===== src/source/wtc_pkg.sv =====
package wtc_pkg;

  ////////////////////////////////////////////////////////////
  // cache geometry
  ////////////////////////////////////////////////////////////

  localparam int ADDR_W     = 16;
  localparam int DATA_W     = 32;
  localparam int BE_W       = DATA_W / 8;
  localparam int LINE_WORDS = 4;
  localparam int NUM_LINES  = 16;
  localparam int OFF_W      = $clog2(LINE_WORDS);
  localparam int IDX_W      = $clog2(NUM_LINES);
  // two byte-select bits sit below the word offset
  localparam int TAG_W      = ADDR_W - IDX_W - OFF_W - 2;

  typedef logic [ADDR_W-1:0] addr_t;
  typedef logic [DATA_W-1:0] word_t;
  typedef logic [TAG_W-1:0]  tag_t;
  typedef logic [IDX_W-1:0]  idx_t;
  typedef logic [OFF_W-1:0]  off_t;

  ////////////////////////////////////////////////////////////
  // address fields: tag | index | word offset | byte
  ////////////////////////////////////////////////////////////

  function automatic off_t addr_off(addr_t addr);
    return addr[OFF_W+1:2];
  endfunction

  function automatic idx_t addr_idx(addr_t addr);
    return addr[IDX_W+OFF_W+1:OFF_W+2];
  endfunction

  function automatic tag_t addr_tag(addr_t addr);
    return addr[ADDR_W-1:IDX_W+OFF_W+2];
  endfunction

  // first byte of the line holding addr
  function automatic addr_t line_base(addr_t addr);
    return {addr[ADDR_W-1:OFF_W+2], {(OFF_W+2){1'b0}}};
  endfunction

endpackage

===== src/source/wtc_dcache.sv =====
`timescale 1ns/10ps

module wtc_dcache import wtc_pkg::*; (
  input  logic            clk_i,
  input  logic            rst_n_i,
  // load port
  input  logic            ld_valid_i,
  input  addr_t           ld_addr_i,
  output logic            ld_ready_o,
  output logic            ld_rvalid_o,
  output word_t           ld_rdata_o,
  // store port
  input  logic            st_valid_i,
  input  addr_t           st_addr_i,
  input  word_t           st_data_i,
  input  logic [BE_W-1:0] st_be_i,
  output logic            st_ready_o,
  // memory port
  output logic            mem_valid_o,
  output logic            mem_we_o,
  output addr_t           mem_addr_o,
  output word_t           mem_wdata_o,
  output logic [BE_W-1:0] mem_be_o,
  input  logic            mem_ready_i,
  input  logic            mem_rvalid_i,
  input  word_t           mem_rdata_i,
  // management
  input  logic            flush_i,
  output logic            flush_ack_o,
  output logic            miss_o
);

  // load side <-> arrays
  idx_t            lk_idx;
  tag_t            lk_tag;
  off_t            lk_off;
  logic            lk_hit;
  word_t           lk_data;
  // store side <-> arrays
  idx_t            sk_idx;
  tag_t            sk_tag;
  logic            sk_hit;
  logic            word_we;
  idx_t            word_idx;
  off_t            word_off;
  word_t           word_data;
  logic [BE_W-1:0] word_be;
  // controllers <-> miss unit
  logic            refill_req;
  addr_t           refill_addr;
  logic            refill_gnt;
  logic            refill_done;
  logic            wt_req;
  addr_t           wt_addr;
  word_t           wt_data;
  logic [BE_W-1:0] wt_be;
  logic            wt_gnt;
  logic            st_busy;
  // miss unit <-> arrays
  logic            refill_we;
  logic            refill_last;
  idx_t            refill_idx;
  tag_t            refill_tag;
  off_t            refill_off;
  word_t           refill_data;
  logic            flush_clr;

  ////////////////////////////////////////////////////////////
  // load controller
  ////////////////////////////////////////////////////////////

  wtc_load_ctrl i_wtc_load_ctrl (
    .clk_i         (clk_i),
    .rst_n_i       (rst_n_i),
    .ld_valid_i    (ld_valid_i),
    .ld_addr_i     (ld_addr_i),
    .ld_ready_o    (ld_ready_o),
    .ld_rvalid_o   (ld_rvalid_o),
    .ld_rdata_o    (ld_rdata_o),
    .miss_o        (miss_o),
    .flush_i       (flush_i),
    .st_busy_i     (st_busy),
    .lk_idx_o      (lk_idx),
    .lk_tag_o      (lk_tag),
    .lk_off_o      (lk_off),
    .lk_hit_i      (lk_hit),
    .lk_data_i     (lk_data),
    .refill_req_o  (refill_req),
    .refill_addr_o (refill_addr),
    .refill_gnt_i  (refill_gnt),
    .refill_done_i (refill_done),
    .mem_rvalid_i  (mem_rvalid_i),
    .mem_rdata_i   (mem_rdata_i)
  );

  ////////////////////////////////////////////////////////////
  // store controller
  ////////////////////////////////////////////////////////////

  wtc_store_ctrl i_wtc_store_ctrl (
    .clk_i       (clk_i),
    .rst_n_i     (rst_n_i),
    .st_valid_i  (st_valid_i),
    .st_addr_i   (st_addr_i),
    .st_data_i   (st_data_i),
    .st_be_i     (st_be_i),
    .st_ready_o  (st_ready_o),
    .st_busy_o   (st_busy),
    .flush_i     (flush_i),
    .sk_idx_o    (sk_idx),
    .sk_tag_o    (sk_tag),
    .sk_hit_i    (sk_hit),
    .word_we_o   (word_we),
    .word_idx_o  (word_idx),
    .word_off_o  (word_off),
    .word_data_o (word_data),
    .word_be_o   (word_be),
    .wt_req_o    (wt_req),
    .wt_addr_o   (wt_addr),
    .wt_data_o   (wt_data),
    .wt_be_o     (wt_be),
    .wt_gnt_i    (wt_gnt)
  );

  ////////////////////////////////////////////////////////////
  // miss unit
  ////////////////////////////////////////////////////////////

  wtc_miss_unit i_wtc_miss_unit (
    .clk_i         (clk_i),
    .rst_n_i       (rst_n_i),
    .refill_req_i  (refill_req),
    .refill_addr_i (refill_addr),
    .refill_gnt_o  (refill_gnt),
    .refill_done_o (refill_done),
    .wt_req_i      (wt_req),
    .wt_addr_i     (wt_addr),
    .wt_data_i     (wt_data),
    .wt_be_i       (wt_be),
    .wt_gnt_o      (wt_gnt),
    .flush_i       (flush_i),
    .st_busy_i     (st_busy),
    .flush_clr_o   (flush_clr),
    .flush_ack_o   (flush_ack_o),
    .mem_valid_o   (mem_valid_o),
    .mem_we_o      (mem_we_o),
    .mem_addr_o    (mem_addr_o),
    .mem_wdata_o   (mem_wdata_o),
    .mem_be_o      (mem_be_o),
    .mem_ready_i   (mem_ready_i),
    .mem_rvalid_i  (mem_rvalid_i),
    .mem_rdata_i   (mem_rdata_i),
    .refill_we_o   (refill_we),
    .refill_last_o (refill_last),
    .refill_idx_o  (refill_idx),
    .refill_tag_o  (refill_tag),
    .refill_off_o  (refill_off),
    .refill_data_o (refill_data)
  );

  ////////////////////////////////////////////////////////////
  // tag, valid and data arrays
  ////////////////////////////////////////////////////////////

  wtc_cache_mem i_wtc_cache_mem (
    .clk_i         (clk_i),
    .rst_n_i       (rst_n_i),
    .lk_idx_i      (lk_idx),
    .lk_tag_i      (lk_tag),
    .lk_off_i      (lk_off),
    .lk_hit_o      (lk_hit),
    .lk_data_o     (lk_data),
    .sk_idx_i      (sk_idx),
    .sk_tag_i      (sk_tag),
    .sk_hit_o      (sk_hit),
    .word_we_i     (word_we),
    .word_idx_i    (word_idx),
    .word_off_i    (word_off),
    .word_data_i   (word_data),
    .word_be_i     (word_be),
    .refill_we_i   (refill_we),
    .refill_last_i (refill_last),
    .refill_idx_i  (refill_idx),
    .refill_tag_i  (refill_tag),
    .refill_off_i  (refill_off),
    .refill_data_i (refill_data),
    .flush_clr_i   (flush_clr)
  );

endmodule


===== src/source/wtc_miss_unit.sv =====
`timescale 1ns/10ps

module wtc_miss_unit import wtc_pkg::*; (
  input  logic            clk_i,
  input  logic            rst_n_i,
  // load side
  input  logic            refill_req_i,
  input  addr_t           refill_addr_i,
  output logic            refill_gnt_o,
  output logic            refill_done_o,
  // store side
  input  logic            wt_req_i,
  input  addr_t           wt_addr_i,
  input  word_t           wt_data_i,
  input  logic [BE_W-1:0] wt_be_i,
  output logic            wt_gnt_o,
  // flush
  input  logic            flush_i,
  input  logic            st_busy_i,
  output logic            flush_clr_o,
  output logic            flush_ack_o,
  // memory port
  output logic            mem_valid_o,
  output logic            mem_we_o,
  output addr_t           mem_addr_o,
  output word_t           mem_wdata_o,
  output logic [BE_W-1:0] mem_be_o,
  input  logic            mem_ready_i,
  input  logic            mem_rvalid_i,
  input  word_t           mem_rdata_i,
  // refill write into the arrays
  output logic            refill_we_o,
  output logic            refill_last_o,
  output idx_t            refill_idx_o,
  output tag_t            refill_tag_o,
  output off_t            refill_off_o,
  output word_t           refill_data_o
);

  typedef enum logic [1:0] {
    MU_IDLE,
    MU_WRITE,
    MU_READ,
    MU_BEATS
  } mu_state_e;

  mu_state_e state_q;
  off_t      beat_q;
  idx_t      idx_q;
  tag_t      tag_q;
  logic      done_q;
  logic      flush_go;

  // flush with nothing in flight on either side
  assign flush_go = (state_q == MU_IDLE) && flush_i && !st_busy_i &&
                    !wt_req_i && !refill_req_i;
  assign flush_clr_o = flush_go;
  assign flush_ack_o = flush_go;

  ////////////////////////////////////////////////////////////
  // memory request
  ////////////////////////////////////////////////////////////

  assign mem_valid_o = (state_q == MU_WRITE) || (state_q == MU_READ);
  assign mem_we_o    = (state_q == MU_WRITE);
  assign mem_addr_o  = (state_q == MU_WRITE) ? {wt_addr_i[ADDR_W-1:2], 2'b00}
                                             : line_base(refill_addr_i);
  assign mem_wdata_o = wt_data_i;
  assign mem_be_o    = (state_q == MU_WRITE) ? wt_be_i : '1;

  assign wt_gnt_o     = (state_q == MU_WRITE) && mem_ready_i;
  assign refill_gnt_o = (state_q == MU_READ) && mem_ready_i;

  // beats land in word order
  assign refill_we_o   = (state_q == MU_BEATS) && mem_rvalid_i;
  assign refill_last_o = (beat_q == off_t'(LINE_WORDS - 1));
  assign refill_idx_o  = idx_q;
  assign refill_tag_o  = tag_q;
  assign refill_off_o  = beat_q;
  assign refill_data_o = mem_rdata_i;
  assign refill_done_o = done_q;

  always_ff @(posedge clk_i) begin
    if (!rst_n_i) begin
      state_q <= MU_IDLE;
      beat_q  <= '0;
      done_q  <= 1'b0;
    end else begin
      done_q <= refill_we_o && refill_last_o;
      case (state_q)
        MU_IDLE: begin
          // write-through first
          if (wt_req_i) begin
            state_q <= MU_WRITE;
          end else if (refill_req_i) begin
            state_q <= MU_READ;
          end
        end
        MU_WRITE: begin
          if (mem_ready_i) begin
            state_q <= MU_IDLE;
          end
        end
        MU_READ: begin
          if (mem_ready_i) begin
            state_q <= MU_BEATS;
            beat_q  <= '0;
          end
        end
        MU_BEATS: begin
          if (refill_we_o) begin
            beat_q <= beat_q + 1'b1;
            if (refill_last_o) begin
              state_q <= MU_IDLE;
            end
          end
        end
        default: state_q <= MU_IDLE;
      endcase
    end
  end

  always_ff @(posedge clk_i) begin
    if (refill_gnt_o) begin
      idx_q <= addr_idx(refill_addr_i);
      tag_q <= addr_tag(refill_addr_i);
    end
  end

  a_rvalid_in_refill : assert property (@(posedge clk_i) disable iff (!rst_n_i)
    mem_rvalid_i |-> (state_q == MU_BEATS))
    else $error("memory read beat outside an open refill");

endmodule


===== src/source/wtc_store_ctrl.sv =====
`timescale 1ns/10ps

module wtc_store_ctrl import wtc_pkg::*; (
  input  logic            clk_i,
  input  logic            rst_n_i,
  input  logic            st_valid_i,
  input  addr_t           st_addr_i,
  input  word_t           st_data_i,
  input  logic [BE_W-1:0] st_be_i,
  output logic            st_ready_o,
  output logic            st_busy_o,
  input  logic            flush_i,
  // hit check and word write
  output idx_t            sk_idx_o,
  output tag_t            sk_tag_o,
  input  logic            sk_hit_i,
  output logic            word_we_o,
  output idx_t            word_idx_o,
  output off_t            word_off_o,
  output word_t           word_data_o,
  output logic [BE_W-1:0] word_be_o,
  // write-through to the miss unit
  output logic            wt_req_o,
  output addr_t           wt_addr_o,
  output word_t           wt_data_o,
  output logic [BE_W-1:0] wt_be_o,
  input  logic            wt_gnt_i
);

  logic            busy_q;
  logic            first_q;
  addr_t           addr_q;
  word_t           data_q;
  logic [BE_W-1:0] be_q;
  logic            accept;

  assign st_ready_o = !busy_q && !flush_i;
  assign accept     = st_valid_i && st_ready_o;
  assign st_busy_o  = busy_q;

  always_ff @(posedge clk_i) begin
    if (!rst_n_i) begin
      busy_q  <= 1'b0;
      first_q <= 1'b0;
    end else begin
      first_q <= accept;
      if (accept) begin
        busy_q <= 1'b1;
      end else if (wt_gnt_i) begin
        busy_q <= 1'b0;
      end
    end
  end

  always_ff @(posedge clk_i) begin
    if (accept) begin
      addr_q <= st_addr_i;
      data_q <= st_data_i;
      be_q   <= st_be_i;
    end
  end

  assign sk_idx_o = addr_idx(addr_q);
  assign sk_tag_o = addr_tag(addr_q);

  // no-allocate, only a present line is updated
  // a refill that finished while this store waited is patched again at grant
  assign word_we_o   = busy_q && sk_hit_i && (first_q || wt_gnt_i);
  assign word_idx_o  = addr_idx(addr_q);
  assign word_off_o  = addr_off(addr_q);
  assign word_data_o = data_q;
  assign word_be_o   = be_q;

  // held until the memory write transfers
  assign wt_req_o  = busy_q;
  assign wt_addr_o = addr_q;
  assign wt_data_o = data_q;
  assign wt_be_o   = be_q;

endmodule


===== src/source/wtc_load_ctrl.sv =====
`timescale 1ns/10ps

module wtc_load_ctrl import wtc_pkg::*; (
  input  logic  clk_i,
  input  logic  rst_n_i,
  input  logic  ld_valid_i,
  input  addr_t ld_addr_i,
  output logic  ld_ready_o,
  output logic  ld_rvalid_o,
  output word_t ld_rdata_o,
  output logic  miss_o,
  input  logic  flush_i,
  input  logic  st_busy_i,
  // cache lookup
  output idx_t  lk_idx_o,
  output tag_t  lk_tag_o,
  output off_t  lk_off_o,
  input  logic  lk_hit_i,
  input  word_t lk_data_i,
  // miss unit
  output logic  refill_req_o,
  output addr_t refill_addr_o,
  input  logic  refill_gnt_i,
  input  logic  refill_done_i,
  input  logic  mem_rvalid_i,
  input  word_t mem_rdata_i
);

  typedef enum logic [1:0] {
    LD_IDLE,
    LD_LOOKUP,
    LD_REFILL,
    LD_RESP
  } ld_state_e;

  ld_state_e state_q;
  addr_t     addr_q;
  word_t     rdata_q;
  logic      req_q;
  off_t      beat_q;
  logic      ld_open_q;
  addr_t     lk_addr;
  logic      accept;
  logic      beat;

  // one load in flight, none while a store or a flush is open
  assign ld_ready_o = (state_q == LD_IDLE) && !flush_i && !st_busy_i;
  assign accept     = ld_valid_i && ld_ready_o;

  // lookup goes out on the accepting edge
  assign lk_addr  = (state_q == LD_IDLE) ? ld_addr_i : addr_q;
  assign lk_idx_o = addr_idx(lk_addr);
  assign lk_tag_o = addr_tag(lk_addr);
  assign lk_off_o = addr_off(lk_addr);

  assign miss_o        = (state_q == LD_LOOKUP) && !lk_hit_i;
  assign refill_req_o  = req_q;
  assign refill_addr_o = addr_q;
  assign beat          = (state_q == LD_REFILL) && !req_q && mem_rvalid_i;

  assign ld_rvalid_o = (state_q == LD_RESP);
  assign ld_rdata_o  = rdata_q;

  always_ff @(posedge clk_i) begin
    if (!rst_n_i) begin
      state_q <= LD_IDLE;
      req_q   <= 1'b0;
      beat_q  <= '0;
    end else begin
      case (state_q)
        LD_IDLE: begin
          if (accept) begin
            state_q <= LD_LOOKUP;
          end
        end
        LD_LOOKUP: begin
          if (lk_hit_i) begin
            state_q <= LD_RESP;
          end else begin
            state_q <= LD_REFILL;
            req_q   <= 1'b1;
            beat_q  <= '0;
          end
        end
        LD_REFILL: begin
          if (refill_gnt_i) begin
            req_q <= 1'b0;
          end
          if (beat) begin
            beat_q <= beat_q + 1'b1;
          end
          if (refill_done_i) begin
            state_q <= LD_RESP;
          end
        end
        default: state_q <= LD_IDLE;
      endcase
    end
  end

  // refilled word taken straight from the beat, no second lookup
  always_ff @(posedge clk_i) begin
    if (accept) begin
      addr_q <= ld_addr_i;
    end
    if (state_q == LD_LOOKUP) begin
      rdata_q <= lk_data_i;
    end else if (beat && (beat_q == addr_off(addr_q))) begin
      rdata_q <= mem_rdata_i;
    end
  end

  always_ff @(posedge clk_i) begin
    if (!rst_n_i) begin
      ld_open_q <= 1'b0;
    end else if (accept) begin
      ld_open_q <= 1'b1;
    end else if (ld_rvalid_o) begin
      ld_open_q <= 1'b0;
    end
  end

  a_resp_needs_load : assert property (@(posedge clk_i) disable iff (!rst_n_i)
    ld_rvalid_o |-> ld_open_q)
    else $error("load response without an accepted load");

endmodule


===== src/source/wtc_cache_mem.sv =====
`timescale 1ns/10ps

module wtc_cache_mem import wtc_pkg::*; (
  input  logic            clk_i,
  input  logic            rst_n_i,
  // registered lookup, load side
  input  idx_t            lk_idx_i,
  input  tag_t            lk_tag_i,
  input  off_t            lk_off_i,
  output logic            lk_hit_o,
  output word_t           lk_data_o,
  // combinational hit check, store side
  input  idx_t            sk_idx_i,
  input  tag_t            sk_tag_i,
  output logic            sk_hit_o,
  // single word write
  input  logic            word_we_i,
  input  idx_t            word_idx_i,
  input  off_t            word_off_i,
  input  word_t           word_data_i,
  input  logic [BE_W-1:0] word_be_i,
  // refill beats
  input  logic            refill_we_i,
  input  logic            refill_last_i,
  input  idx_t            refill_idx_i,
  input  tag_t            refill_tag_i,
  input  off_t            refill_off_i,
  input  word_t           refill_data_i,
  input  logic            flush_clr_i
);

  tag_t                 tag_q  [NUM_LINES];
  word_t                data_q [NUM_LINES][LINE_WORDS];
  logic [NUM_LINES-1:0] valid_q;

  always_ff @(posedge clk_i) begin
    if (!rst_n_i) begin
      valid_q <= '0;
    end else if (flush_clr_i) begin
      valid_q <= '0;
    end else if (refill_we_i) begin
      // invalid while beats arrive, valid again with the last one
      valid_q[refill_idx_i] <= refill_last_i;
    end
  end

  always_ff @(posedge clk_i) begin
    if (refill_we_i && refill_last_i) begin
      tag_q[refill_idx_i] <= refill_tag_i;
    end
  end

  always_ff @(posedge clk_i) begin
    if (refill_we_i) begin
      data_q[refill_idx_i][refill_off_i] <= refill_data_i;
    end
    if (word_we_i) begin
      for (int b = 0; b < BE_W; b++) begin
        if (word_be_i[b]) begin
          data_q[word_idx_i][word_off_i][8*b +: 8] <= word_data_i[8*b +: 8];
        end
      end
    end
  end

  ////////////////////////////////////////////////////////////
  // lookups
  ////////////////////////////////////////////////////////////

  always_ff @(posedge clk_i) begin
    if (!rst_n_i) begin
      lk_hit_o <= 1'b0;
    end else begin
      lk_hit_o <= valid_q[lk_idx_i] && (tag_q[lk_idx_i] == lk_tag_i);
    end
  end

  always_ff @(posedge clk_i) begin
    lk_data_o <= data_q[lk_idx_i][lk_off_i];
  end

  // a line taking a refill beat this cycle never hits
  assign sk_hit_o = valid_q[sk_idx_i] && (tag_q[sk_idx_i] == sk_tag_i) &&
                    !(refill_we_i && (refill_idx_i == sk_idx_i));

  a_no_write_clash : assert property (@(posedge clk_i) disable iff (!rst_n_i)
    !(word_we_i && refill_we_i && (word_idx_i == refill_idx_i)))
    else $error("store word write and refill hit the same line");

endmodule


===== config.mk =====
export PLATFORM = sky130hd
export DESIGN_NAME = wtc_dcache
export DESIGN_NICKNAME = d
export VERILOG_FILES = /design/src/source/wtc_pkg.sv /design/src/source/wtc_dcache.sv /design/src/source/wtc_miss_unit.sv /design/src/source/wtc_store_ctrl.sv /design/src/source/wtc_load_ctrl.sv /design/src/source/wtc_cache_mem.sv
export SDC_FILE = /design/constraint.sdc
export NUM_CORES = 2
export LEC_CHECK = 0
export ABC_CLOCK_PERIOD_IN_PS = 7500
export BUFFER_PORTS_ARGS = -buffer_cell sky130_fd_sc_hd__buf_2
export CAP_MARGIN = 20
export CORE_MARGIN = 2
export CORE_UTILIZATION = 55
export CTS_CLUSTER_SIZE = 28
export DETAILED_ROUTE_END_ITERATION = 10
export GPL_TIMING_DRIVEN = 0
export PLACE_DENSITY = 0.71
export SKIP_CTS_REPAIR_TIMING = 1
export SLEW_MARGIN = 10
export SYNTH_ARGS = -nofsm -noshare
export SYNTH_HDL_FRONTEND = slang
export SYNTH_SLANG_ARGS = --single-unit

===== constraint.sdc =====
create_clock -name clk_i -period 7.5 [get_ports clk_i]
set_clock_uncertainty 0.2 [all_clocks]
set_input_delay 0.375 -clock clk_i [delete_from_list [all_inputs] [get_ports clk_i]]
set_output_delay 0.375 -clock clk_i [all_outputs]
set_load 0.1 [all_outputs]

# Word level (Yosys, flattened, before mapping)

Memories as Yosys holds them, arrays and structs flattened. A register that Yosys moved wholly into a read port is not among the register bits.
Cells that the tools add are included.

Add/subtract/negate cells: 2
$lt $le $gt $ge: 9
Equality and inequality tests: 21
Muxes and demuxes: 447
Bitwise gates (word level): 388
Reduce and logical (&&, ||, !) cells: 45

Operator list:

| kind                 | count |
|---|---|
| $mux W128            | 5 |
| $mux W1              | 403 |
| $or A1 B1 Y1         | 384 |
| $demux W32 S2        | 5 |
| $mux W32             | 6 |
| $bmux W32 S2         | 1 |
| $mux W16             | 3 |
| $logic_and A1 B1 Y1  | 26 |
| $mux W24             | 1 |
| $mux W2              | 11 |
| $bwmux W16           | 1 |
| $eq A8 B8 Y1         | 2 |
| $lt A4 B5 Y1 const B | 3 |
| $ne A2 B1 Y1 const B | 7 |
| $eq A2 B2 Y1 const B | 5 |
| $ge A3 B3 Y1 const B | 3 |
| $not A2 Y3           | 3 |
| $reduce_and A3 Y1    | 3 |
| $bmux W1 S4          | 2 |
| $mux W4              | 2 |
| $mux W8              | 1 |
| $pmux W2 S2          | 2 |
| $pmux W2 S4          | 1 |
| $reduce_bool A2 Y1   | 4 |
| other kinds (18)     | 28 |

Register bits: 173
Memory bits (writable): 2176
Input port bits: 107
Output and inout bits: 91
Logic and storage cells: 932
Memories kept: 2

Memories:

| memory                 | depth | bits a word | read ports | clocked after memory_dff | wr ports | line                | text |
|---|---|---|---|---|---|---|---|
| i_wtc_cache_mem.data_q | 16    | 128         | 1          | 0                        | 2        | wtc_cache_mem.sv:33 | `word_t data_q [NUM_LINES][LINE_WORDS];` |
| i_wtc_cache_mem.tag_q  | 16    | 8           | 2          | 1                        | 1        | wtc_cache_mem.sv:32 | `tag_t tag_q [NUM_LINES];` |

# Longest topological paths before layout

Depth after elaboration: 12
Mapped depth: 14

# Modules after synthesis

From an unflattened synthesis, not the netlist that was laid out.

Cell total of the unflattened synthesis: 7105
Area total of the unflattened synthesis: 119286.9 sq um

Modules (own cells, without submodules):

| module         | times used | cells each | area an instance (sq um) | seq. area each (sq um) |
|---|---|---|---|---|
| wtc_cache_mem  | 1          | 6700       | 113413.8                 | 66323.6 |
| wtc_load_ctrl  | 1          | 145        | 2368.5                   | 1541.5 |
| wtc_store_ctrl | 1          | 115        | 2060.7                   | 1601.5 |
| wtc_miss_unit  | 1          | 145        | 1443.9                   | 460.4 |

# Least setup slack after synthesis

No wires, ideal clock.

Kind: reg-to-output
From: register i_wtc_miss_unit.state_q[1]
To: output port mem_addr_o[6]
Data arrival time: 3.687 ns
Data required time: 6.925 ns
Path slack: 3.238 ns
Cell stages (with the launch flop): 6
Path buffers: 2
Cells stage by stage: dfxtp_1 inv_1 ha_1 clkbuf_1 clkbuf_1 o21ai_0

Longest elaborated chain between the ends: 2

RTL lines:

| element                  | line                | text |
|---|---|---|
| start: declaration       | wtc_miss_unit.sv:47 | `mu_state_e state_q;` |
| start signal: assignment | wtc_miss_unit.sv:85 | `state_q <= MU_IDLE;` |
| start signal: assignment | wtc_miss_unit.sv:94 | `state_q <= MU_WRITE;` |
| start signal: assignment | wtc_miss_unit.sv:96 | `state_q <= MU_READ;` |
| $eq A2 B1 Y1             | --                  |  |
| named net mem_we_o       | wtc_dcache.sv:20    | `output logic mem_we_o,` |
| $mux W16                 | wtc_miss_unit.sv:66 | `assign mem_addr_o = (state_q == MU_WRITE) ? {wt_addr_i[ADDR_W-1:2], 2'b00}` |
| end: declaration         | wtc_dcache.sv:21    | `output addr_t mem_addr_o,` |

The timed path passes the listed nets, and every way through them passes these cells.

==> qor.yml <==
ys_seq_area_share_pct: 56.3
comb_power_share_pct: 33.8
worstHoldStart: "ld_addr_i[15]"
place_ws_ns: 0.648
hold-path-cell-count: 2
path_clk_slew_ns: 0.06
setup_viol: 0
post-dp-hpwl_um: 471000
yosys_warnings: 0
worst_pin_slew_ns: 1.48
grt_first_pass_wirelength_um: 843000
cp_cell_sequence: "clkbuf_1, buf_1, mux4_2, mux2i_1, mux2i_1, xnor2_1, o2111ai_1, buf_2, buf_2, nor4_4, nand2b_1"
drtIter0Drc: 20692
via_per_inst: 7.99
grt_max_degree: 32
ys_types: 59
cts-root-buf: "clkbuf_16"
finalCritPeriodShare_pct: 96.3
place_congestion: 1.11
maxCapViolCount: 0
num_vias: 95540
numCtsBuffers: 279
worstSetupEndpointType: "flip-flop"
clockBufferDepth: 4
hold_viol: 5
ant_nets: 0
p_int_mw: 26.4
die_width_um: 479
final_cell_mix: "edfxtp_1, mux2_2, nand2_1"
p_sw_mw: 16.2
p_sw_share_pct: 38.1
seqPwrFrac_pct: 34.6
worstReg2RegEnd: "i_wtc_cache_mem.data_q[7][84]$_DFFE_PP_"
cp.arrival_ns: 7.57
maxSlewViolCount: 0
worstHoldEndpoint: "i_wtc_load_ctrl.refill_addr_o[15]$_DFFE_PP_"
synth_ff_type: "edfxtp_1"
cts.sinks: 2349
cp_max_fo: 10
die_height_um: 479
tns_ns: 0
netlist_instances: 7821
place_area_mm2: 0.132
drive_above_1_share_pct: 43.7
clock_latency_ns: 0.99
wl_per_cell_um: 55.7
critPathSlowestCell: "nand2b_1"
core_area_mm2: 0.225
clkPwrFrac_pct: 31.6
r2r_slack_ns: 0.28
avgSynthCellArea_um2: 15.9
cp.required_ns: 7.85
peakVddDrop_uv: 235
fin_crit_ns: 7.22
worst_slack_ns: 0.276
rsz0062_at_grt: "false"
num_io_pins: 198
fin_util_pct: 63.7
synthesis.area_mm2: 0.124
grt.total_usage_pct: 56.8
syn2layout_area_growth_pct: 15.1
leakagePower_nw: 49.5
synth_top_area_share_pct: 55.2
cts_tree: "built"
design_area_mm2: 0.143
htree_levels: 5
fin_nets: 8766
p_per_area_mw_per_mm2: 298
status: "finished, violations left"
ys_async_sr_fraction_pct: 0
cp-start-kind: "flip-flop"
relSlewSlack_pct: 1.23
synthTopCellsByArea: "edfxtp_1, mux2_2, mux4_2, nor4_4, nand2_1"
drcViolationCount: 0
synth_edf_count: 2284
first_global_vias: 87064
synth_top_cell_by_area: "edfxtp_1"
worstRegToRegCells: 11
ys_ff_latch: 2349
power.total_mw: 42.6
port-buffer-count: 158
cp_slowest_stage_delay_ns: 1.13
die-area_mm2: 0.230
drt-total-wl_um: 666000
dr.pass1.iters: 10
initial_utilization_pct: 55.3
holdWs_ns: -0.0400
max_clock_freq_mhz: 138
antenna_found_initial: 117
num_rows: 174
path_class: "flip-flop to flip-flop"
gr-total-overflow: 0
violations: "negative hold slack"
final_common_cell: "edfxtp_1"
hold_path.class: "input port to flip-flop"
-- synth_stat cells (all sizes together), types with 57 or more instances --
| cell type | n |
|---|---|
| nand2 | 688 |
| and3 | 68 |
| buf | 202 |
| mux4 | 562 |
| o21ai | 57 |
| nand2b | 151 |
| dfxtp | 65 |
| clkbuf | 647 |
| a311oi | 97 |
| edfxtp | 2284 |
| nor4 | 259 |
| nand3 | 193 |
| mux2 | 2102 |
-- cell families (layout without fill, tap and decap cells) --
kind of cell / count (synthesis) / in the layout / synth area share, %
compound gates: 347 / 347 / 1.97
xor+xnor: 16 / 16 / 0.113
fa+ha+maj: 14 / 14 / 0.141
buf+inv: 879 / 1892 / 2.75
flops: 2349 / 2349 / 56.3
mux: 2703 / 2703 / 29.7
other cells: 1 / 132 / 0.00302
simple gates: 1512 / 1512 / 9.02
-- critical path: cells and delay by family, from the launching register on --
kind	cells	cell delay, ns
xor gates and xnor gates	1	0.47
and+or+nand+nor	2	1.94
DFF	1	0.30
AOI/OAI and AO/OA	1	0.74
muxes	3	0.74
buffers and inverters	4	2.35
-- state kept, by name, indices dropped and copies added, names as in the netlist, 4 cells and up, named ones only --
| register | cells |
|---|---|
| i_wtc_cache_mem.lk_data_o | 32 |
| i_wtc_miss_unit.refill_tag_o | 8 |
| i_wtc_cache_mem.data_q | 2048 |
| i_wtc_store_ctrl.word_be_o | 4 |
| i_wtc_store_ctrl.wt_addr_o | 14 |
| i_wtc_load_ctrl.refill_addr_o | 14 |
| i_wtc_cache_mem.valid_q | 16 |
| i_wtc_store_ctrl.word_data_o | 32 |
| i_wtc_load_ctrl.ld_rdata_o | 32 |
| i_wtc_cache_mem.tag_q | 128 |
| i_wtc_miss_unit.refill_idx_o | 4 |
-- final cells by class --
cell class              instances  area, um2
fillers                     16617      81600
flip-flops and latches       2349      69900
multi-input cells            4594      51100
clock buffers                 360       7590
repair buffers                542       5860
well taps                    2992       3740
plain buffers                 849       3480
clock inverters               111        963
diodes                        130        325
inverters                      30        113
-- worst max-delay path by stage --
stage / startpoint / to / slack [ns] / depth (start not counted)
after global placement: i_wtc_load_ctrl.state_q[0]$_SDFFE_PN0P_ / i_wtc_cache_mem.lk_data_o[1]$_DFF_P_ / -1.74 / 12
final: flip-flop / i_wtc_cache_mem.data_q[7][84]$_DFFE_PP_ / 0.28 / 11
after global routing: flip-flop / i_wtc_cache_mem.data_q[8][77]$_DFFE_PP_ / 0.56 / 11
after CTS: flip-flop / i_wtc_cache_mem.data_q[7][24]$_DFFE_PP_ / 0.62 / 11
after detailed placement: flip-flop / i_wtc_cache_mem.data_q[7][31]$_DFFE_PP_ / 0.65 / 11
after floorplan: i_wtc_miss_unit.state_q[1]$_SDFFE_PN0P_ / mem_addr_o[6] / 3.24 / 5
-- power by group through the flow --
stage	Sequential (mW)	Clock, mW	Combinational (mW)
2_1_floorplan	15.5	0	6.07
3_3_place_gp	15.0	0	12.6
3_5_place_dp	15.0	0	13.1
4_1_cts	14.7	13.2	13.1
5_1_grt	14.8	13.7	13.9
6_report	14.7	13.5	14.4
-- per-stage QoR --
| stage | std cells | hold WS (ns) |
|---|---|---|
| detailed placement | 11172 | 0.265 |
| finish | 11957 | -0.0400 |
| global route | 11846 | -0.00929 |
| CTS | 11643 | -0.646 |
| global placement | 10972 | 0.268 |
| floorplan | 7822 | 0.242 |
-- metal layers --
metal,vias up,global-route usage [%],part of all wire [%]
li1,32649,-,-
met1,47926,68.4,32
met2,11702,74.3,39
met3,3201,30.0,18
met4,62,46.9,11
met5,-,2.98,0.20
Note: power is estimated with default switching activity, not from simulation.
